===== config.mk =====
export PLATFORM = sky130hd
export DESIGN_NAME = kl_ebus_top
export DESIGN_NICKNAME = d
export VERILOG_FILES = /design/src/kl_pkg.sv /design/src/diag_ctl.sv /design/src/scratch_board.sv /design/src/edp_slice.sv /design/src/ebus_mux.sv /design/src/kl_ebus_top.sv
export SDC_FILE = /design/constraint.sdc
export NUM_CORES = 1
export LEC_CHECK = 0
export ABC_AREA = 0
export ABC_CLOCK_PERIOD_IN_PS = 4700
export BUFFER_PORTS_ARGS = -buffer_cell sky130_fd_sc_hd__buf_4
export CAP_MARGIN = 30
export CORE_ASPECT_RATIO = 0.6
export CORE_MARGIN = 5
export CORE_UTILIZATION = 40
export CTS_CLUSTER_SIZE = 40
export DETAILED_ROUTE_END_ITERATION = 16
export GPL_TIMING_DRIVEN = 1
export PLACE_DENSITY = 0.59
export SLEW_MARGIN = 10
export SYNTH_ARGS = -nofsm -noshare
export SYNTH_HDL_FRONTEND = slang
export SYNTH_SLANG_ARGS = --single-unit

===== constraint.sdc =====
create_clock -name clk -period 4.7 [get_ports clk]
set_clock_uncertainty 0.05 [all_clocks]
set_input_delay 0.94 -clock clk [delete_from_list [all_inputs] [get_ports clk]]
set_output_delay 0.94 -clock clk [all_outputs]
set_load 0.05 [all_outputs]

===== src/kl_pkg.sv =====
package kl_pkg;

  // One EBUS word. Bit 0 is the most significant bit, as DEC numbers it
  typedef logic [0:35] word_t;

  // Diagnostic function code carried on the DS lines
  typedef logic [0:6] diag_fn_t;

  // Field held by one EDP slice
  typedef logic [0:5] slice_t;

  // What every board presents to the EBUS mux
  typedef struct packed {
    logic  driving;
    word_t data;
  } ebus_driver_t;

  // Registered per-board controls from the function decoder.
  // The write and increment fields are one-cycle pulses taken from the strobe.
  // The read fields are levels that follow the held function code
  typedef struct packed {
    logic scr0_wr;
    logic scr1_wr;
    logic scr0_rd;
    logic scr1_rd;
    logic edp_ld;
    logic edp_rd;
    logic edp_inc;
  } diag_cmd_t;

  // Scratch board functions
  localparam diag_fn_t FN_SCR0_WR = 7'h10;
  localparam diag_fn_t FN_SCR1_WR = 7'h11;
  localparam diag_fn_t FN_SCR0_RD = 7'h12;
  localparam diag_fn_t FN_SCR1_RD = 7'h13;

  // EDP accumulator functions
  localparam diag_fn_t FN_EDP_LD  = 7'h20;
  localparam diag_fn_t FN_EDP_RD  = 7'h21;
  localparam diag_fn_t FN_EDP_INC = 7'h22;

  // The EDP accumulator is built from six slices of six bits.
  // Slice k covers word bits 6k to 6k+5, so slice 5 is the low end
  localparam int EDP_SLICES = 6;
  localparam int SLICE_BITS = 6;

endpackage


===== src/diag_ctl.sv =====
`timescale 1ns/10ps

module diag_ctl (
  input  logic                clk,
  input  logic                arst_n,
  input  kl_pkg::diag_fn_t    ds,
  input  logic                diag_strobe,
  output kl_pkg::diag_cmd_t   cmd
);

  kl_pkg::diag_cmd_t cmd_next;

  // Decode the function code once here so no board has to look at DS
  always_comb begin
    cmd_next = '0;

    // Writes and the increment only happen on a strobe
    if (diag_strobe) begin
      cmd_next.scr0_wr = (ds == kl_pkg::FN_SCR0_WR);
      cmd_next.scr1_wr = (ds == kl_pkg::FN_SCR1_WR);
      cmd_next.edp_ld  = (ds == kl_pkg::FN_EDP_LD);
      cmd_next.edp_inc = (ds == kl_pkg::FN_EDP_INC);
    end

    // Reads hold for as long as the front end keeps the code on DS
    cmd_next.scr0_rd = (ds == kl_pkg::FN_SCR0_RD);
    cmd_next.scr1_rd = (ds == kl_pkg::FN_SCR1_RD);
    cmd_next.edp_rd  = (ds == kl_pkg::FN_EDP_RD);
  end

  // One register stage between the front end and the boards.
  // A strobe sampled on one edge becomes a one-cycle control on the next
  always_ff @(posedge clk or negedge arst_n) begin
    if (!arst_n) begin
      cmd <= '0;
    end else begin
      cmd <= cmd_next;
    end
  end

endmodule


===== src/scratch_board.sv =====
`timescale 1ns/10ps

module scratch_board (
  input  logic                  clk,
  input  logic                  arst_n,
  input  kl_pkg::diag_cmd_t     cmd,
  input  kl_pkg::word_t         ebus_word,
  output kl_pkg::ebus_driver_t  drv
);

  // Two full-word diagnostic registers
  kl_pkg::word_t scr0;
  kl_pkg::word_t scr1;

  // Each register takes the bus word on its own write pulse
  always_ff @(posedge clk or negedge arst_n) begin
    if (!arst_n) begin
      scr0 <= '0;
      scr1 <= '0;
    end else begin
      if (cmd.scr0_wr) begin
        scr0 <= ebus_word;
      end
      if (cmd.scr1_wr) begin
        scr1 <= ebus_word;
      end
    end
  end

  // Drive the selected register while its read level is up
  always_comb begin
    drv.driving = cmd.scr0_rd | cmd.scr1_rd;
    if (cmd.scr0_rd) begin
      drv.data = scr0;
    end else if (cmd.scr1_rd) begin
      drv.data = scr1;
    end else begin
      drv.data = '0;
    end
  end

endmodule


===== src/edp_slice.sv =====
`timescale 1ns/10ps

module edp_slice #(
  parameter int SLICE = 0
) (
  input  logic                  clk,
  input  logic                  arst_n,
  input  kl_pkg::diag_cmd_t     cmd,
  input  kl_pkg::word_t         ebus_word,
  input  logic                  cry_in,
  output logic                  cry_out,
  output kl_pkg::ebus_driver_t  drv
);

  kl_pkg::slice_t             field;
  logic [kl_pkg::SLICE_BITS:0] sum;

  // Field plus incoming carry, one bit wider to catch the carry out
  always_comb begin
    sum = {1'b0, field} + {{kl_pkg::SLICE_BITS{1'b0}}, cry_in};
  end

  // The carry ripples toward bit 0 whether or not an increment is
  // under way; the slice above only uses it on an increment pulse
  assign cry_out = sum[kl_pkg::SLICE_BITS];

  always_ff @(posedge clk or negedge arst_n) begin
    if (!arst_n) begin
      field <= '0;
    end else if (cmd.edp_ld) begin
      // Pick this slice's six bits out of the bus word
      field <= ebus_word[SLICE * kl_pkg::SLICE_BITS +: kl_pkg::SLICE_BITS];
    end else if (cmd.edp_inc) begin
      field <= sum[kl_pkg::SLICE_BITS-1:0];
    end
  end

  // On a read the slice only fills its own bit positions.
  // The mux assembles the full word from all six slices
  always_comb begin
    drv.driving = cmd.edp_rd;
    drv.data    = '0;
    if (cmd.edp_rd) begin
      drv.data[SLICE * kl_pkg::SLICE_BITS +: kl_pkg::SLICE_BITS] = field;
    end
  end

endmodule


===== src/ebus_mux.sv =====
`timescale 1ns/10ps

module ebus_mux (
  input  kl_pkg::ebus_driver_t  fe_drv,
  input  kl_pkg::ebus_driver_t  scr_drv,
  input  kl_pkg::ebus_driver_t  edp_drv [0:kl_pkg::EDP_SLICES-1],
  output kl_pkg::word_t         ebus_word,
  output logic                  ebus_parity
);

  logic edp_any;

  // The EDP group owns the bus when any one of its slices drives
  always_comb begin
    edp_any = 1'b0;
    for (int k = 0; k < kl_pkg::EDP_SLICES; k++) begin
      edp_any = edp_any | edp_drv[k].driving;
    end
  end

  // Priority is front end, then scratch board, then the EDP group.
  // An idle bus reads as zero
  always_comb begin
    ebus_word = '0;
    if (fe_drv.driving) begin
      ebus_word = fe_drv.data;
    end else if (scr_drv.driving) begin
      ebus_word = scr_drv.data;
    end else if (edp_any) begin
      // Each slice supplies only the six bits it owns
      for (int k = 0; k < kl_pkg::EDP_SLICES; k++) begin
        ebus_word[k * kl_pkg::SLICE_BITS +: kl_pkg::SLICE_BITS] =
          edp_drv[k].data[k * kl_pkg::SLICE_BITS +: kl_pkg::SLICE_BITS];
      end
    end
  end

  // Odd parity over word and parity bit together
  assign ebus_parity = ~^ebus_word;

endmodule


===== src/kl_ebus_top.sv =====
`timescale 1ns/10ps

module kl_ebus_top (
  input  logic               clk,
  input  logic               arst_n,
  input  kl_pkg::diag_fn_t   ds,
  input  logic               diag_strobe,
  input  logic               fe_drive,
  input  kl_pkg::word_t      fe_data,
  output kl_pkg::word_t      ebus_data,
  output logic               ebus_parity
);

  kl_pkg::diag_cmd_t     cmd;
  kl_pkg::ebus_driver_t  fe_drv;
  kl_pkg::ebus_driver_t  scr_drv;
  kl_pkg::ebus_driver_t  edp_drv [0:kl_pkg::EDP_SLICES-1];
  kl_pkg::word_t         ebus_word;

  // Carry between slices. Entry k is the carry out of slice k, and the
  // extra entry at the low end is the constant 1 that makes an increment.
  // Carry out of slice 0 falls off, so the accumulator wraps at 2**36
  logic cry_chain [0:kl_pkg::EDP_SLICES];

  assign cry_chain[kl_pkg::EDP_SLICES] = 1'b1;

  // The front end is one more bus driver
  always_comb begin
    fe_drv.driving = fe_drive;
    fe_drv.data    = fe_data;
  end

  diag_ctl u_diag_ctl (
    .clk         (clk),
    .arst_n      (arst_n),
    .ds          (ds),
    .diag_strobe (diag_strobe),
    .cmd         (cmd)
  );

  scratch_board u_scratch_board (
    .clk       (clk),
    .arst_n    (arst_n),
    .cmd       (cmd),
    .ebus_word (ebus_word),
    .drv       (scr_drv)
  );

  for (genvar k = 0; k < kl_pkg::EDP_SLICES; k++) begin : g_edp
    edp_slice #(
      .SLICE (k)
    ) u_edp_slice (
      .clk       (clk),
      .arst_n    (arst_n),
      .cmd       (cmd),
      .ebus_word (ebus_word),
      .cry_in    (cry_chain[k+1]),
      .cry_out   (cry_chain[k]),
      .drv       (edp_drv[k])
    );
  end

  ebus_mux u_ebus_mux (
    .fe_drv      (fe_drv),
    .scr_drv     (scr_drv),
    .edp_drv     (edp_drv),
    .ebus_word   (ebus_word),
    .ebus_parity (ebus_parity)
  );

  assign ebus_data = ebus_word;

endmodule


# Word-level counts from Yosys, hierarchy flattened
# Cells that the tools add are included.
[classes] n_addsub=6 eq_ne=7 n_mux=20 n_bitwise=1 reduce_logical=2
[ops] op="$mux W36" n=5
[ops] op="$mux W6" n=12
[ops] op="$reduce_xnor A36 Y1" n=1
[ops] op="$add A6 B1 Y7" n=4
[ops] op="$eq A7 B5 Y1 const B" n=4
[ops] op="$eq A7 B6 Y1 const B" n=3
[ops] op="$add A6 B1 Y7 const B" n=1
[ops] op="$add A6 B1 Y6" n=1
[ops] op="$mux W1" n=2
[ops] op="$mux W2" n=1
[ops] op="$reduce_bool A2 Y1" n=1
[ops] op="$or A1 B1 Y1" n=1
[word_totals] ff_bits=115 in_bits=47

# Longest topological paths before layout
[depth] ltp_word=8 depth_mapped=25 depth_no_buf=25

# By module
# From an unflattened synthesis, not the netlist that was laid out.
[unflattened] hier_cells=834 area_unflattened_um2=8553.2
[by_module_without_submodules] module="scratch_board" n_inst=1 cells_per_inst=202 area_each_um2=3370.7 seq_area_each_um2=1801.7
[by_module_without_submodules] module="edp_slice (g_edp[1].u_edp_slice ...)" n_inst=5 cells_per_inst=73 area_each_um2=603.1 seq_area_each_um2=150.1
[by_module_without_submodules] module="ebus_mux" n_inst=1 cells_per_inst=170 area_each_um2=1266.2 seq_area_each_um2=0.0
[by_module_without_submodules] module="edp_slice (g_edp[0].u_edp_slice)" n_inst=1 cells_per_inst=74 area_each_um2=606.8 seq_area_each_um2=150.1
[by_module_without_submodules] module="diag_ctl" n_inst=1 cells_per_inst=22 area_each_um2=290.3 seq_area_each_um2=175.2
[by_module_without_submodules] module="kl_ebus_top" n_inst=1 cells_per_inst=1 area_each_um2=3.8 seq_area_each_um2=0.0

# Worst setup path after synthesis
# Ideal clock, no wire load.
[synth_timing] path_type="input -> output" startpoint="in fe_drive" endpoint="out ebus_parity" arrival_time_ns=2.840 required_ns=3.710 setup_slack_ns=0.870 cell_stages=8 path_buffers=1 cell_sequence="buf_2 > or2_1 > a221oi_2 > o21ai_1 > nand3_1 > xnor2_1 > xnor3_1 > xnor3_1"
[synth_via] elab_chain_len=2
[synth_lines] item="from (decl)" line_no="kl_ebus_top.sv:8" text="input logic fe_drive,"
[synth_lines] item="$mux W36" line_no="ebus_mux.sv:25" text="if (fe_drv.driving) begin"
[synth_lines] item="$reduce_xnor A36 Y1" line_no="ebus_mux.sv:39" text="assign ebus_parity = ~^ebus_word;"
[synth_lines] item="to (decl)" line_no="kl_ebus_top.sv:11" text="output logic ebus_parity"
# No other way between the ends.

# Final worst setup path
# Same ends and word-level chain as after synthesis.

==> flow_summary.toml <==
[floorplanning]
die_h_um = 111
num_rows = 37
core-area_um2 = 17000
dieWidth_um = 179
start_util_pct = 40.3
dieArea_um2 = 19900
top_level_ports = 84

[power]
ir_worst_vdd_v = 0.000219
p_clk_share_pct = 42.7
p_sw_uw = 975
power_frac_seq_pct = 37.7
p_int_uw = 2280
p_per_area_nw_per_um2 = 393
p_leak_uw = 0.00354
combPwrFrac_pct = 19.6
swShare_pct = 30.0

[worst_setup_path]
end_kind = "output pin"
start_kind = "input pin"
worstPathRequired_ns = 3.71
cp_max_fo = 24
worstSetupPathType = "in -> out"
cp_data_arrival_time_ns = 3.41
r2r_cells = 25

[synth]
synth_fp_nets = 814
synth_seq_cells = 115
netlist_area_um2 = 6850
synth.distinct_cells = 50
synth_area_per_cell_um2 = 9.06
async_flop_share_pct = 100
yosys-top-cells-count = "a21oi_1 (121), dfrtp_1 (115), nor2_1 (102)"
synth_edf_count = 0
ys_top_cells_by_area = "dfrtp_1 (42%), a21oi_1 (8.8%), nor2_1 (5.6%), xnor2_1 (4.9%), mux2i_1 (3.4%)"
ys_seq_area_share_pct = 42.0
yosys_warnings = 0
netlist_instances = 756
yosysTopAreaCellShare_pct = 42.0
ys.flop_type = "dfrtp_1"
synth_most_common_cell = "a21oi_1"
synth_area_leader_cell = "dfrtp_1"

[layout]
fin_cells = 1070
diodes = 0
multi_input_area_um2 = 3610
seqCellArea_um2 = 2880
final_net_count = 881
syn_to_final_growth_pct = 20.8
fillers = 1616
layout-drive-gt1-share_pct = 21.4

[placement]
dpl.cell_count = 1036
place_hpwl_um = 12500
gp_routability_congestion = 0.826
port_buffers = 83

[hold_path]
worstHoldPathType = "reg -> reg"
whs_path_depth = 1

[sta]
drv_slew = 0
finalSetupViolCount = 0
setup_tns_ns = 0
rsz0062_at_grt = "no"
worstMarginPinSlew_ns = 0.716
min_period_ns = 4.40
maxSlewHeadroom_pct = 52.2
max_clock_freq_mhz = 227
final_hold_viol_count = 0
period_share_pct = 93.7

[global_route]
grt_max_degree = 73
grt_pass1_vias = 5805
overflow = 0
grtUsageTotal_pct = 18.7
grt_pass1_wl_um = 29800
antenna_found_initial = 0

[clock_network]
tritoncts = "yes"
clock_sinks = 115
cts-root-buf = "clkbuf_16"
h-tree-depth = 4
clk_latency_ns = 0.41
clockBufferDepth = 2
clkTransAtPathRegs_ns = 0.06
numCtsBuffers = 17
holdBufCountCts = 0

[route]
drc = 0
dr_total_vias = 5712
drt-initial-drc-count = 394
vias_per_cell = 5.34
drtAntennaViolNets = 0
wl_um = 18300
avgRoutedWirePerCell_um = 17.1
first_pass_iters = 5

[run]
maxCapViolations = 0

[run_status]
outcome = "completed"
power by group through the flow:
stage | combinational (uW) | clock, uW | sequential, uW
4_1_cts | 638 | 1410 | 1220
6_report | 638 | 1390 | 1220
2_1_floorplan | 448 | 0 | 1210
5_1_grt | 704 | 1450 | 1240
3_3_place_gp | 623 | 0 | 1230
3_5_place_dp | 636 | 0 | 1240
flip-flops by register name (all words and copies together) (netlist names):
signal	flops
u_scratch_board.scr0	36
u_scratch_board.scr1	36
g_edp.u_edp_slice.field	36
u_diag_ctl.cmd	7
layout by cell type, fill, tap and decap left out, types with 3 or more instances in the layout:
cell type  netlist  layout
a311o_1          3       3
clkinv_4         0       5
nand4_1         12      12
and3b_1          8       8
xnor3_1          4       4
and2_1           6       6
nor2_1         102     100
a22oi_1          5       5
buf_4            6      97
a221oi_1         5       5
xnor2_1         38      38
nor2_2           1       3
ha_1            11      10
mux2i_1         23      23
a211oi_1         4       4
nand3b_1        16      16
xor2_1          21      21
a21oi_1        121     121
clkbuf_16        0      17
o21ai_0         22      22
o31ai_2          5       5
bufinv_16        0       4
nor2b_1         24      24
o22ai_1          8       8
o21ai_1          4       4
mux2_2          16      16
nor3_1           3       3
nand2b_1         9       9
nand3_1         15      15
dfrtp_1        115     111
inv_1           29      29
dfrtp_2          0       4
nand2_1         49      49
o31ai_4          3       3
a21oi_2          4       4
o31a_2           4       4
layout make-up:
type,instances,area share [%]
multi-input cells,561,43.6
flip-flops and latches,115,34.8
repair buffers,98,9.04
clock buffers,17,5.14
well taps,234,3.54
clock inverters,15,2.50
inverters,30,1.36
path summary, 6_finish.rpt:
check                                               from                       endpoint  slack (ns)
max                                             fe_drive                    ebus_parity        0.30
min reg2reg                     u_scratch_board.scr0[11]       u_scratch_board.scr0[11]        0.46
min in group asynchronous                         arst_n        u_scratch_board.scr0[9]        0.52
max reg2reg                g_edp[5].u_edp_slice.field[1]  g_edp[0].u_edp_slice.field[4]        0.50
max in group asynchronous                         arst_n  g_edp[1].u_edp_slice.field[0]        3.14
min                             u_scratch_board.scr0[11]       u_scratch_board.scr0[11]        0.46
worst max-delay path, cell delays in order:
cell and delay (ns):
buf_4 0.25, nand2b_1 0.34, o22ai_1 0.22, a311o_1 0.36, nand3_1 0.10, xnor2_1 0.16, xnor3_1 0.46, xnor3_1 0.37
buf_4 0.21
kinds of logic after synthesis:
logic type | synth area share [%]
AOI/OAI and AO/OA | 17.4
xor gates and xnor gates | 9.09
adders and majority gates | 2.01
buffers and inverters | 5.48
DFF | 42.0
muxes | 5.99
and+or+nand+nor | 18.0
per-stage QoR:
step / setup slack (ns) / hold WS (ns) / utilization, % / power [uW] / area (um^2)
2_1_floorplan: 0.870 / 0.432 / - / 1660 / 6850
3_3_place_gp: 0.397 / 0.444 / 44.8 / 1860 / 7620
3_5_place_dp: 0.270 / 0.446 / 44.8 / 1880 / 7620
4_1_cts: 0.292 / 0.460 / 48.6 / 3270 / 8250
5_1_grt: 0.0336 / 0.469 / 48.7 / 3400 / 8270
6_report: 0.296 / 0.461 / 48.7 / 3250 / 8270
per-layer routing:
| metal | wire length [um] | up-vias | track usage, % |
|---|---|---|---|
| met4 | 161 | 0 | 5.01 |
| met3 | 917 | 17 | 3.77 |
| li1 | - | 2738 | - |
| met5 | 0 | - | 0 |
| met2 | 8280 | 141 | 29.0 |
| met1 | 8950 | 2816 | 26.8 |
what timing repair did:
action                     in CTS  in global routing
buffers inserted                0                  2
setup endpoints to repair       0                  2
gates resized for setup         0                  3
hold endpoints to repair        0                  0
(Power assumes the default switching activity.)
